`src/arcade_dl_pkg.sv`:
```
`default_nettype none

package arcade_dl_pkg;

	// ==================================================
	// Loader bus widths
	// ==================================================

	// Host loader address and data
	localparam int DL_ADDR_W = 25;
	localparam int DL_DATA_W = 8;

	// Sound CPU address space, 64 KiB
	localparam int SND_ADDR_W = 16;

	typedef logic [DL_ADDR_W-1:0]  dl_addr_t;
	typedef logic [DL_DATA_W-1:0]  dl_byte_t;
	typedef logic [SND_ADDR_W-1:0] snd_addr_t;

	// ==================================================
	// Download regions
	// ==================================================

	// Destination of one decoded loader write
	typedef enum logic [2:0] {
		REGION_NONE,
		REGION_CPU,
		REGION_SND,
		REGION_GFX,
		REGION_DIP,
		REGION_VARIANT
	} dl_region_e;

	// Loader index codes
	localparam dl_byte_t ROM_INDEX     = 8'd0;
	localparam dl_byte_t VARIANT_INDEX = 8'd1;
	localparam dl_byte_t DIP_INDEX     = 8'd254;

	// ROM image layout, CPU code sits below SND_BASE
	localparam dl_addr_t SND_BASE = 25'h20000;
	localparam dl_addr_t GFX_BASE = 25'h30000;

	// Only the first two switch banks reach the core
	localparam int DIP_COUNT = 2;

	// Hardware variant codes of the portrait games
	localparam dl_byte_t VARIANT_PORTRAIT     = 8'h06;
	// Portrait and turned the other way
	localparam dl_byte_t VARIANT_PORTRAIT_CCW = 8'h0B;

	// ==================================================
	// Core reset stretch
	// ==================================================

	// Cycles of core reset after the last cause goes away
	localparam int RESET_HOLD_CYCLES = 64;
	localparam int HOLD_CNT_W        = $clog2(RESET_HOLD_CYCLES + 1);

endpackage

`default_nettype wire

```
`src/dl_cmd_if.sv`:
```
`default_nettype none

// One decoded loader write, plus the ROM download level
interface dl_cmd_if import arcade_dl_pkg::*; ();

	// Single cycle write strobe
	logic       wr;
	// Where the byte goes, never NONE while wr is high
	dl_region_e region;
	// Address relative to the region base
	dl_addr_t   offset;
	dl_byte_t   data;
	// High while the ROM image is downloading
	logic       rom_active;

	// Decoder side
	modport src (
		output wr,
		output region,
		output offset,
		output data,
		output rom_active
	);

	// Download store side
	modport sink (
		input wr,
		input region,
		input offset,
		input data
	);

	// Reset sequencer only watches the download level
	modport mon (
		input rom_active
	);

endinterface

`default_nettype wire

```
`src/core_reset_seq.sv`:
```
`default_nettype none

module core_reset_seq import arcade_dl_pkg::*; (
	input  logic  clk_sys,
	input  logic  reset,
	input  logic  soft_reset,
	dl_cmd_if.mon cmd,
	output logic  rom_loaded,
	output logic  core_reset
);

	// ==================================================
	// ROM completion
	// ==================================================

	// Delayed download level for the falling edge
	logic rom_active_d;

	always_ff @(posedge clk_sys) begin
		if (reset) begin
			rom_active_d <= 1'b0;
			rom_loaded   <= 1'b0;
		end else begin
			rom_active_d <= cmd.rom_active;
			// Sticky until the next hard reset
			if (rom_active_d && !cmd.rom_active) begin
				rom_loaded <= 1'b1;
			end
		end
	end

	// ==================================================
	// Reset stretch
	// ==================================================

	// Remaining hold cycles
	logic [HOLD_CNT_W-1:0] hold_cnt;
	// Any reason to keep the core stopped
	logic                  cause;

	assign cause = reset || soft_reset || !rom_loaded;

	always_ff @(posedge clk_sys) begin
		if (cause) begin
			// Reload for as long as a cause is present
			hold_cnt <= HOLD_CNT_W'(RESET_HOLD_CYCLES);
		end else if (hold_cnt != '0) begin
			hold_cnt <= hold_cnt - 1'b1;
		end
	end

	// Registered so the core sees a clean level
	always_ff @(posedge clk_sys) begin
		if (reset) begin
			core_reset <= 1'b1;
		end else begin
			core_reset <= (hold_cnt != '0);
		end
	end

	// Core must never run on a half loaded ROM
	a_reset_until_loaded : assert property (
		@(posedge clk_sys) disable iff (reset) !rom_loaded |-> core_reset
	) else $error("core_reset_seq: core released before ROM load");

endmodule

`default_nettype wire

```
`src/flat_wrapper.sv`:
```
// flat-port wrapper written by rule: the top's interface ports become plain ports
module core_reset_seq_flat import arcade_dl_pkg::*;
  (clk_sys, reset, soft_reset, rom_loaded, core_reset, cmd_rom_active);
  dl_cmd_if cmd_i ();
  input  logic clk_sys;
  input  logic reset;
  input  logic soft_reset;
  output logic rom_loaded;
  output logic core_reset;
  input wire logic [$bits(cmd_i.rom_active)-1:0] cmd_rom_active;
  assign cmd_i.rom_active = cmd_rom_active;
  core_reset_seq u_core (.clk_sys(clk_sys), .reset(reset), .soft_reset(soft_reset), .cmd(cmd_i), .rom_loaded(rom_loaded), .core_reset(core_reset));
endmodule
```
`config.mk`:
```
export PLATFORM = sky130hd
export DESIGN_NAME = core_reset_seq_flat
export DESIGN_NICKNAME = d
export VERILOG_FILES = /design/src/arcade_dl_pkg.sv /design/src/dl_cmd_if.sv /design/src/core_reset_seq.sv /design/src/flat_wrapper.sv
export SDC_FILE = /design/constraint.sdc
export NUM_CORES = 1
export LEC_CHECK = 0
export BUFFER_PORTS_ARGS = -buffer_cell sky130_fd_sc_hd__buf_2
export CELL_PAD_IN_SITES_DETAIL_PLACEMENT = 0
export CELL_PAD_IN_SITES_GLOBAL_PLACEMENT = 1
export CORE_AREA = 2 2 39 41
export CTS_CLUSTER_DIAMETER = 30
export DETAILED_ROUTE_END_ITERATION = 16
export DIE_AREA = 0 0 41 43
export GPL_TIMING_DRIVEN = 0
export PLACE_DENSITY = 0.63
export SETUP_SLACK_MARGIN = 0.15
export SYNTH_ARGS = -nofsm -noshare
export SYNTH_HDL_FRONTEND = slang
export SYNTH_SLANG_ARGS = --single-unit
```
`constraint.sdc`:
```
create_clock -name clk_sys -period 1.7 [get_ports clk_sys]
set_clock_uncertainty 0.15 [all_clocks]
set_input_delay 0.085 -clock clk_sys [delete_from_list [all_inputs] [get_ports clk_sys]]
set_output_delay 0.085 -clock clk_sys [all_outputs]
set_load 0.05 [all_outputs]
```
# Word level (Yosys, flattened, before mapping)

Cells that the tools add are included.

$add $sub $neg: 1
Reduce and logical (&&, ||, !) cells: 6

Operators with widths:

| operator                                         | number |
|---|---|
| nonzero test 7 bit                               | 1 |
| subtractor 7 x 1 -> 7 bit, second input constant | 1 |
| zero test 1 bit                                  | 2 |
| logical OR 1 bit                                 | 2 |
| logical AND 1 bit                                | 1 |

Bits in registers: 10
Input port bits: 4
Output and inout bits: 2
Word-level logic and storage cells: 11

# Logic depth before layout (Yosys ltp)

Depth after elaboration: 2
Mapped depth: 5
Mapped depth without buffers: 5

# Worst setup path before layout

No wires, ideal clock.

Kind: register to register
Start point: register u_core.hold_cnt[2]
End point: register u_core.hold_cnt[1]
Setup time: 0.116 ns
Arrival: 1.434 ns
Required time: 1.434 ns
Setup slack: 0.001 ns
Cell stages (with the launch flop): 5
Buffers on the path: 1
Clock period less this slack: 1.699 ns
Cell sequence: dfxtp_1 -> or4_1 -> buf_2 -> or3_1 -> and3_1

Longest elaborated chain between the ends: 1

Ends and longest elaborated chain:

| element                | line                 | RTL |
|---|---|---|
| from (decl)            | core_reset_seq.sv:37 | `logic [HOLD_CNT_W-1:0] hold_cnt;` |
| from (signal assigned) | core_reset_seq.sv:46 | `hold_cnt <= HOLD_CNT_W'(RESET_HOLD_CYCLES);` |
| from (signal assigned) | core_reset_seq.sv:48 | `hold_cnt <= hold_cnt - 1'b1;` |
| nonzero test 7 bit     | core_reset_seq.sv:47 | `end else if (hold_cnt != '0) begin` |

No other way between the ends.
A chain may end at the register's enable or synchronous reset.

# Final worst setup path

Start point: register u_core.hold_cnt[2]
End point: register u_core.hold_cnt[0]

The elaborated chain is that of the path after synthesis.

==> out/results.ini <==
[synthesis]
yosysMostFrequentCell=dfxtp_1
syn_inst=46
ys_ff_latch=10
yosysTopAreaCell=dfxtp_1
mappedNetlistNets=52
syn_area_per_cell_um2=9.19
netlist_area_um2=423
synth_area_leaders=dfxtp_1 (47%), ha_1 (5.9%), o21ai_0 (5.9%)
synth_top_area_share_pct=47.3
synth_top_flop_cell=dfxtp_1
ys_seq_area_share_pct=47.3
synth_common_cells=dfxtp_1 (10), nor2_1 (5), o21ai_0 (5)
ys_types=18
yosys_warnings=0
synth-async-reset-ratio_pct=0
synth_edf_count=0

[floorplanning]
die_h_um=43
core_area_um2=1380
num_io_pins=6
start_util_pct=30.6
die_width_um=41
die-area_um2=1760
rows=14

[global_routing]
antenna_found_initial=0
grt.total_usage_pct=11.7
grt_max_degree=9
grt_overflow=0
grt_pass1_vias=332
grt_pass1_wl_um=1370

[cells_and_area]
stdcell_count=75
nets=67
diodes=0
drive_above_1_share_pct=30.5
syn_to_final_growth_pct=29.6

[pwr]
clock_power_share_pct=34.6
irDropWorstVdd_mv=0.278
finalPower_uw=450
leakage_nw=0.253
switching_share_pct=22.4
p_comb_share_pct=11.2
p_int_uw=349
p_seq_share_pct=54.3
switching_power_uw=101
pwr_density_cell_nw_per_um2=821

[clock_tree]
clock-sinks=10
htreeDepth=1
cts_made_buffers=3
cts_tree=yes
clock_path_buffers=2
cts-root-buf=clkbuf_4
insertion_delay_ns=0.26
clk_pin_slew_ns=0.06

[detailed_routing]
drt_wl_total_um=764
first_pass_iters=2
via_per_inst=4.65
dr.first_iter.drc_count=3
via_count=349
ant_nets=0
wl_per_cell_um=10.2
drc=0

[setup_path]
criticalPathCategory=flip-flop to flip-flop
rr_worst_depth=4
crit_path_start_kind=flip-flop
cp.required_ns=1.70
cp_max_fo=6
endpoint_kind=flip-flop
arrival_ns=1.75

[timing]
min_period_ns=1.75
rsz0062_at_grt=true
finalCritPeriodShare_pct=103
clock.fmax_ghz=0.572
hold_viol=0
setup_ws_ns=-0.0491
drv_slew=0
tightest_slew_ns=0.436
maxSlewHeadroom_pct=70.9
finalSetupViolCount=3

[worst_hold_path]
holdPathStages=4
worstHoldPathType=input pin to flip-flop

[status]
outcome=finished with violations
violations=setup timing

[placed_design]
io_buffers=5
dp_cells=67
hpwl_um=523
gp_congestion=0.669

[run]
drv_cap=0

## registers in the layout, indices dropped and copies added (netlist names)
name / cells
u_core.rom_loaded: 1
u_core.rom_active_d: 1
u_core.core_reset: 1
u_core.hold_cnt: 7
## power by group through the flow
stage / clock network (mW) / registers, mW / logic (mW)
3_5_place_dp: 0 / 0.249 / 0.0380
6_report: 0.155 / 0.244 / 0.0503
5_1_grt: 0.174 / 0.245 / 0.0563
4_1_cts: 0.164 / 0.244 / 0.0480
3_3_place_gp: 0 / 0.249 / 0.0381
2_1_floorplan: 0 / 0.254 / 0.0235
## cell usage in the layout, fill, tap and decap left out, types with 3 or more instances in the layout
master,n
dlygate4sd3_1,3
clkbuf_4,3
o21ai_0,4
inv_1,4
nor2_1,5
buf_2,5
or3_1,3
dfxtp_1,8
## final timing paths
kind	start	end	slack, ns
max	u_core.hold_cnt[2]$_SDFFE_PP0P_	u_core.hold_cnt[0]$_SDFFE_PP0P_	-0.05
min reg2reg	u_core.hold_cnt[6]$_SDFFE_PP1P_	u_core.hold_cnt[6]$_SDFFE_PP1P_	0.32
min	soft_reset	u_core.hold_cnt[6]$_SDFFE_PP1P_	0.006
max reg2reg	u_core.hold_cnt[2]$_SDFFE_PP0P_	u_core.hold_cnt[0]$_SDFFE_PP0P_	-0.05
## worst max-delay path, stage by stage (launching register included)
cell and delay (ns):
dfxtp_2 0.32, or4_4 0.52, buf_6 0.14, or3_1 0.35, and3_1 0.16
## cells by family after synthesis
kind of cell	count (synthesis)	share of synthesized area, %
buffers and inverters	5	4.73
and+or+nand+nor	18	24.6
DFF	10	47.3
adders and majority gates	2	5.92
AOI/OAI and AO/OA	8	11.2
xor gates and xnor gates	3	6.21
## timing repair
action	4_1_cts	5_1_grt
resized for setup	6	0
buffers inserted	1	1
endpoints found under the setup margin	8	8
pin swaps	3	1
hold buffers	3	0
endpoints found under the hold margin	3	0
## area by class of cell
class                      count  area [um2]
sequential                    10         203
buffer                         1        11.3
clock buffer                   3        22.5
inverter                       4        15.0
multi-input combinational     31         206
fill                         146         836
tap                           16        20.0
timing repair buffer          10        70.1
## through the flow
step | setup slack [ns] | hold slack (ns) | setup TNS [ns] | utilization (%) | cell area, um2
after floorplan | 0.000605 | 0.00169 | 0 | - | 423
after global placement | -0.106 | 0.137 | -0.444 | 33.8 | 468
after detailed placement | -0.120 | 0.132 | -0.571 | 33.8 | 468
after CTS | -0.0350 | 0.00149 | -0.0649 | 39.1 | 541
after global routing | -0.0878 | 0.0216 | -0.238 | 39.6 | 548
final | -0.0491 | 0.00565 | -0.101 | 39.6 | 548
## metal layers
metal  part of all wire [%]  global-route usage, %
met5                      0                      0
met1                     48                   15.4
met3                    2.4                   3.14
met4                    1.8                   10.0
met2                     47                   15.0
Power figures use the tool's default switching activity.
