===== src/arcade_dl_pkg.sv =====
`default_nettype none

package arcade_dl_pkg;

	// ==================================================
	// Loader bus widths
	// ==================================================

	// Host loader address and data
	localparam int DL_ADDR_W = 25;
	localparam int DL_DATA_W = 8;

	// Sound CPU address space, 64 KiB
	localparam int SND_ADDR_W = 16;

	typedef logic [DL_ADDR_W-1:0]  dl_addr_t;
	typedef logic [DL_DATA_W-1:0]  dl_byte_t;
	typedef logic [SND_ADDR_W-1:0] snd_addr_t;

	// ==================================================
	// Download regions
	// ==================================================

	// Destination of one decoded loader write
	typedef enum logic [2:0] {
		REGION_NONE,
		REGION_CPU,
		REGION_SND,
		REGION_GFX,
		REGION_DIP,
		REGION_VARIANT
	} dl_region_e;

	// Loader index codes
	localparam dl_byte_t ROM_INDEX     = 8'd0;
	localparam dl_byte_t VARIANT_INDEX = 8'd1;
	localparam dl_byte_t DIP_INDEX     = 8'd254;

	// ROM image layout, CPU code sits below SND_BASE
	localparam dl_addr_t SND_BASE = 25'h20000;
	localparam dl_addr_t GFX_BASE = 25'h30000;

	// Only the first two switch banks reach the core
	localparam int DIP_COUNT = 2;

	// Hardware variant codes of the portrait games
	localparam dl_byte_t VARIANT_PORTRAIT     = 8'h06;
	// Portrait and turned the other way
	localparam dl_byte_t VARIANT_PORTRAIT_CCW = 8'h0B;

	// ==================================================
	// Core reset stretch
	// ==================================================

	// Cycles of core reset after the last cause goes away
	localparam int RESET_HOLD_CYCLES = 64;
	localparam int HOLD_CNT_W        = $clog2(RESET_HOLD_CYCLES + 1);

endpackage

`default_nettype wire


===== src/dl_cmd_if.sv =====
`default_nettype none

// One decoded loader write, plus the ROM download level
interface dl_cmd_if import arcade_dl_pkg::*; ();

	// Single cycle write strobe
	logic       wr;
	// Where the byte goes, never NONE while wr is high
	dl_region_e region;
	// Address relative to the region base
	dl_addr_t   offset;
	dl_byte_t   data;
	// High while the ROM image is downloading
	logic       rom_active;

	// Decoder side
	modport src (
		output wr,
		output region,
		output offset,
		output data,
		output rom_active
	);

	// Download store side
	modport sink (
		input wr,
		input region,
		input offset,
		input data
	);

	// Reset sequencer only watches the download level
	modport mon (
		input rom_active
	);

endinterface

`default_nettype wire


===== src/dl_decoder.sv =====
`default_nettype none

module dl_decoder import arcade_dl_pkg::*; (
	input  logic     clk_sys,
	input  logic     reset,
	input  logic     ioctl_download,
	input  logic     ioctl_wr,
	input  dl_byte_t ioctl_index,
	input  dl_addr_t ioctl_addr,
	input  dl_byte_t ioctl_dout,
	dl_cmd_if.src    cmd
);

	// ==================================================
	// Input stage
	// ==================================================

	// Previous ioctl_wr for the rising edge test
	logic wr_last;
	// Rising edge seen on the last sampled write
	logic wr_seen;

	// Loader payload held for the decode stage
	dl_byte_t index_q;
	dl_addr_t addr_q;
	dl_byte_t dout_q;

	// Decode result of the held payload
	dl_region_e region_c;
	dl_addr_t   base_c;

	always_ff @(posedge clk_sys) begin
		if (reset) begin
			wr_last        <= 1'b0;
			wr_seen        <= 1'b0;
			cmd.rom_active <= 1'b0;
		end else begin
			wr_last <= ioctl_wr;
			// One pulse per loader write, however long ioctl_wr stays up
			wr_seen <= ioctl_wr & ~wr_last;
			// ROM download level, same stage as the payload
			cmd.rom_active <= ioctl_download && (ioctl_index == ROM_INDEX);
		end
	end

	always_ff @(posedge clk_sys) begin
		index_q <= ioctl_index;
		addr_q  <= ioctl_addr;
		dout_q  <= ioctl_dout;
	end

	// ==================================================
	// Region decode
	// ==================================================

	always_comb begin
		region_c = REGION_NONE;
		base_c   = '0;
		if (cmd.rom_active) begin
			// ROM image split by address
			if (addr_q < SND_BASE) begin
				region_c = REGION_CPU;
			end else if (addr_q < GFX_BASE) begin
				region_c = REGION_SND;
				base_c   = SND_BASE;
			end else begin
				region_c = REGION_GFX;
				base_c   = GFX_BASE;
			end
		end else if (index_q == VARIANT_INDEX) begin
			region_c = REGION_VARIANT;
		end else if ((index_q == DIP_INDEX) && (addr_q < dl_addr_t'(DIP_COUNT))) begin
			// Higher switch banks are ignored
			region_c = REGION_DIP;
		end
	end

	// Output stage, writes to no region are dropped here
	always_ff @(posedge clk_sys) begin
		if (reset) begin
			cmd.wr <= 1'b0;
		end else begin
			cmd.wr <= wr_seen && (region_c != REGION_NONE);
		end
	end

	always_ff @(posedge clk_sys) begin
		cmd.region <= region_c;
		cmd.offset <= addr_q - base_c;
		cmd.data   <= dout_q;
	end

	// Store counts each strobe as one byte
	a_wr_single : assert property (
		@(posedge clk_sys) disable iff (reset) cmd.wr |=> !cmd.wr
	) else $error("dl_decoder: wr held high for two cycles");

endmodule

`default_nettype wire


===== src/flat_wrapper.sv =====
// flat-port wrapper written by rule: the top's interface ports become plain ports
module dl_decoder_flat import arcade_dl_pkg::*;
  (clk_sys, reset, ioctl_download, ioctl_wr, ioctl_index, ioctl_addr, ioctl_dout, cmd_wr, cmd_region, cmd_offset, cmd_data, cmd_rom_active);
  dl_cmd_if cmd_i ();
  input  logic clk_sys;
  input  logic reset;
  input  logic ioctl_download;
  input  logic ioctl_wr;
  input  dl_byte_t ioctl_index;
  input  dl_addr_t ioctl_addr;
  input  dl_byte_t ioctl_dout;
  output wire logic [$bits(cmd_i.wr)-1:0] cmd_wr;
  output wire logic [$bits(cmd_i.region)-1:0] cmd_region;
  output wire logic [$bits(cmd_i.offset)-1:0] cmd_offset;
  output wire logic [$bits(cmd_i.data)-1:0] cmd_data;
  output wire logic [$bits(cmd_i.rom_active)-1:0] cmd_rom_active;
  assign cmd_wr = cmd_i.wr;
  assign cmd_region = cmd_i.region;
  assign cmd_offset = cmd_i.offset;
  assign cmd_data = cmd_i.data;
  assign cmd_rom_active = cmd_i.rom_active;
  dl_decoder u_core (.clk_sys(clk_sys), .reset(reset), .ioctl_download(ioctl_download), .ioctl_wr(ioctl_wr), .ioctl_index(ioctl_index), .ioctl_addr(ioctl_addr), .ioctl_dout(ioctl_dout), .cmd(cmd_i));
endmodule

===== config.mk =====
export PLATFORM = sky130hd
export DESIGN_NAME = dl_decoder_flat
export DESIGN_NICKNAME = d
export VERILOG_FILES = /design/src/arcade_dl_pkg.sv /design/src/dl_cmd_if.sv /design/src/dl_decoder.sv /design/src/flat_wrapper.sv
export SDC_FILE = /design/constraint.sdc
export NUM_CORES = 1
export LEC_CHECK = 0
export ABC_AREA = 0
export BUFFER_PORTS_ARGS = -buffer_cell sky130_fd_sc_hd__buf_2
export CAP_MARGIN = 25
export CORE_MARGIN = 2
export CORE_UTILIZATION = 45
export DETAILED_ROUTE_END_ITERATION = 8
export GPL_ROUTABILITY_DRIVEN = 0
export PLACE_DENSITY = 0.76
export SLEW_MARGIN = 20
export SYNTH_ARGS = -nofsm -noshare
export SYNTH_HDL_FRONTEND = slang
export SYNTH_SLANG_ARGS = --single-unit

===== constraint.sdc =====
create_clock -name clk_sys -period 3.16 [get_ports clk_sys]
set_input_delay 0.316 -clock clk_sys [delete_from_list [all_inputs] [get_ports clk_sys]]
set_output_delay 0.316 -clock clk_sys [all_outputs]
set_load 0.03 [all_outputs]

======== Yosys cells after proc, flatten, opt, wreduce, memory -nomap -nowiden ========
Index checks and enable logic that the tools add are counted.
storage, ports and cells
  register bits ........................... 81
  bits of input ports ..................... 45
operators by class
  add/sub/neg operators ................... 1
  $lt $le $gt $ge ......................... 3
  equal/unequal tests ..................... 2
  mux-type cells .......................... 8
  bitwise logic cells ..................... 2
  reduce and logical (&&, ||, !) cells .... 5
operators by type and width
  cell                    count
  $lt A25 B18 Y1 const B  2
  $mux W25                2
  $lt A25 B2 Y1 const B   1
  $sub A25 B25 Y25        1
  $mux W17                1
  $mux W3                 4
  $eq A8 B1 Y1 const B    1
  $eq A8 B8 Y1 const B    1
  $logic_not A8 Y1        1
  $logic_and A1 B1 Y1     3
  $reduce_bool A3 Y1      1
  $and A1 B1 Y1           1
  $mux W1                 1
  $not A1 Y1              1

======== Depth between registers and ports, before layout ========
  depth after elaboration ................. 7
  depth in mapped cells ................... 10
  gate-level depth less buffers ........... 10

======== Worst setup path after synthesis ========
No wires, ideal clock.
  path type ............................... register to register
  from .................................... register u_core.addr_q[22]
  to ...................................... register u_core.cmd.offset[23]
  setup time .............................. 0.118 ns
  data arrival time ....................... 2.519 ns
  required time ........................... 3.042 ns
  path slack .............................. 0.523 ns
  stages on the path, launching flop included .. 8
  buffers on the path ..................... 0
  cells stage by stage .................... dfxtp_1 or4_4 or4_4 o21ai_0 ha_1 a211oi_1 nand2b_1 xnor2_1
between the ends
  longest elaborated chain between the ends .. 5
RTL lines
  element                 line              source
  from (decl)             dl_decoder.sv:25  dl_addr_t addr_q;
  from (signal assigned)  dl_decoder.sv:48  addr_q <= ioctl_addr;
  $lt A25 B18 Y1          dl_decoder.sv:63  end else if (addr_q < GFX_BASE) begin
  $mux W17                dl_decoder.sv:63
  $mux W25                dl_decoder.sv:61  if (addr_q < SND_BASE) begin
  $mux W25                dl_decoder.sv:59  if (cmd.rom_active) begin
  $sub A25 B25 Y25 (*)    dl_decoder.sv:89  cmd.offset <= addr_q - base_c;
  to (signal assigned)    dl_decoder.sv:89
  to (decl)               dl_cmd_if.sv:20   output offset,
Mark *: on every way between the ends. The rest lies on a longest branch, timed or not.
A chain may end at the register's enable or synchronous reset.

======== Worst setup path in the final report ========
  from .................................... register u_core.addr_q[21]
  to ...................................... register u_core.cmd.offset[23]
The elaborated chain is that of the path after synthesis.

==> metrics.yaml <==
die:
  design.die.area_sq_um: 4950
  die_w_microns: 70.4
  start_util_pct: 46.2
  io_pins: 83
  design.core.area_sq_um: 4290
  die_y_microns: 70.4
  rows: 24
power:
  power_density_nw_per_um2: 698
  vdd_drop_max_v: 0.000325
  p_leak_nw: 1.22
routing:
  drc: 0
  dr.pass1.iters: 2
  drt-initial-drc-count: 34
  via_count: 1208
  final_antenna_net_count: 0
  drt-wirelength-per-cell_microns: 11.8
  routed_wl_microns: 3290
  routed_via_density: 4.35
worst_setup_path:
  critPathMostFrequentCell: "or4_4"
  critPathCapture: "u_core.cmd.offset[23]$_DFF_P_"
  crit_path_max_fanout: 4
  r2r-end: "u_core.cmd.offset[23]$_DFF_P_"
  cp_data_required_time_ns: 3.38
  slowest_stage: "or4_4"
  crit_arrival_ns: 3.04
  r2r_cells: 7
  r2r-start: "u_core.addr_q[21]$_DFF_P_"
  crit_chain: "or4_4 -> or4_4 -> o21ai_0 -> ha_1 -> a211oi_1 -> nand2b_1 -> xnor2_1"
  reg2reg_slack_ns: 0.33
  crit_path_end_kind: "register"
  setup.worst_path.class: "register to register"
  start_kind: "register"
  max_stage_delay_ns: 0.53
  cp-startpoint: "u_core.addr_q[21]$_DFF_P_"
sta:
  fmax_mhz: 354
  max-slew-margin-rel_pct: 69.4
  hold_viol: 0
  slew_viol_final: 0
  fin_crit_ns: 2.83
  tightest_slew_ns: 0.455
  min_period_over_period_pct: 89.5
  setup_viol_count_final: 0
  rsz0062_at_grt: "no"
  hold_slack_ns: 0.0796
  clock_skew_ns: 0.00641
  setup_tns_ns: 0
clock_network:
  clk_latency_ns: 0.33
  clockBufferDepth: 2
  cts_root_buffer: "clkbuf_8"
  cts_tree: "done"
  postCtsSetupBuffers: 0
  cts_resized: 0
  cts-hold-fix-buffers: 0
  clock_sinks: 81
  path_clk_slew_ns: 0.07
  cts_max_level: 3
  cts_buffers: 9
layout:
  fill_cells: 359
  syn_to_final_growth_pct: 32.5
  drive_gt1_share_pct: 44.7
  antenna_cells: 0
  post-route-util_pct: 61.2
  finalNetCount: 271
  finalNonFillerCells: 278
  layout_common_cells: "buf_2, dfxtp_1, clkbuf_8, nor4_1"
  final_area_sq_um: 2630
  final_common_cell: "buf_2"
global_route:
  grt_pass1_wl_microns: 4860
  overflow: 0
  antenna_found_initial: 0
  grt_pass1_vias: 1141
  grt_max_degree: 13
  grt_usage_pct: 13.7
yosys:
  yosysTopAreaCellShare_pct: 81.8
  syn_area_sq_um: 1980
  ys_top_cells_by_area: "dfxtp_1, nor4_1, xor2_1"
  synth_simple_gate_area_share_pct: 9.72
  synth_top_family_by_area: "simple AND/OR/NAND/NOR gates"
  synthAdderAreaFrac_pct: 2.27
  seq_area_frac_synth_pct: 81.8
  synth-xor-area-share_pct: 3.09
  yosysTopAreaCell: "dfxtp_1"
  yosysWarnings: 0
  ys_ff_latch: 81
  synth_compound_area_share_pct: 2.34
  syn_avg_cell_area_sq_um: 15.2
  syn-num-nets: 178
  syn_inst: 130
  synth.area.mux_share_pct: 0
  ys_types: 22
place:
  dp_cells: 264
  place_hpwl_microns: 2520
  place_area_sq_um: 2460
  io_buffers: 82
hold_path:
  hp-class: "primary input to register"
status:
  status: "completed"
run:
  max_cap_violations: 0
-- cell type report --
type	instances	area, sq um	share of cell area [%]
multi-input combinational	45	345	13.1
clock inverter	3	17.5	0.667
clock buffer	11	151	5.76
tap	52	65.1	2.48
sequential	81	1620	61.7
inverter	4	15.0	0.572
timing repair buffer	82	410	15.6
-- per-stage QoR --
step                power [mW]  setup WS [ns]
floorplan                 1.17          0.523
global placement          1.23          0.429
detailed placement        1.23          0.320
CTS                       1.86          0.302
global route              1.91         0.0142
finish                    1.83          0.333
-- flip-flops by register name, summed over array words and instances, names as in the netlist --
| signal | count |
|---|---|
| u_core.index_q | 8 |
| u_core.wr_last | 1 |
| u_core.addr_q | 25 |
| u_core.cmd.data | 8 |
| u_core.wr_seen | 1 |
| u_core.cmd.rom_active | 1 |
| u_core.cmd.region | 3 |
| u_core.cmd.offset | 25 |
| u_core.cmd.wr | 1 |
| u_core.dout_q | 8 |
-- metal layers --
layer / GRT usage [%] / wire length, microns / share of wire (%)
met1: 14.3 / 1360 / 41
met2: 21.6 / 1590 / 48
met3: 5.63 / 264 / 8.0
met4: 10.9 / 79 / 2.4
met5: 0 / 0 / 0
-- worst min-delay path by stage --
stage                                        start                    endpoint  cells past startpoint
final                               ioctl_addr[10]   u_core.addr_q[10]$_DFF_P_                      1
after global routing                ioctl_addr[10]   u_core.addr_q[10]$_DFF_P_                      1
after CTS                           ioctl_addr[10]   u_core.addr_q[10]$_DFF_P_                      1
after detailed placement  u_core.dout_q[0]$_DFF_P_  u_core.cmd.data[0]$_DFF_P_                      0
after global placement    u_core.dout_q[2]$_DFF_P_  u_core.cmd.data[2]$_DFF_P_                      0
after floorplan           u_core.dout_q[0]$_DFF_P_  u_core.cmd.data[0]$_DFF_P_                      0
-- synthesized netlist by cell type --
cell      number
dfxtp_1       81
nor4_1         7
inv_1          4
nor2b_1        4
xor2_1         4
or4_4          3
xnor2_1        3
a21oi_1        2
a21oi_2        2
and4b_1        2
ha_1           2
nand2_1        2
nand2b_1       2
nand4_1        2
nor2_1         2
nor4b_1        2
a211oi_1       1
a31oi_1        1
fa_1           1
nor3_1         1
nor3b_1        1
o21ai_0        1
-- critical path: cells and delay by family, from the launching register on --
| kind | cells | cell delay [ns] |
|---|---|---|
| DFF | 1 | 0.34 |
| xor gates and xnor gates | 1 | 0.14 |
| adders and majority gates | 1 | 0.31 |
| and+or+nand+nor | 3 | 1.11 |
| AOI/OAI and AO/OA | 2 | 0.82 |
-- where the power goes --
| part | internal, mW | switching, mW | leakage [nW] |
|---|---|---|---|
| clock | 0.316 | 0.311 | 0.0871 |
| sequential | 1.07 | 0.0205 | 0.681 |
| combinational | 0.0422 | 0.0682 | 0.456 |
-- kinds of logic (layout without fill, tap and decap cells) --
| group | Yosys count | in the layout |
|---|---|---|
| compound gates | 7 | 7 |
| xor+xnor | 7 | 7 |
| fa+ha+maj | 3 | 3 |
| buf+inv | 4 | 100 |
| flops | 81 | 81 |
| simple gates | 28 | 28 |
Power figures use the tool's default switching activity.
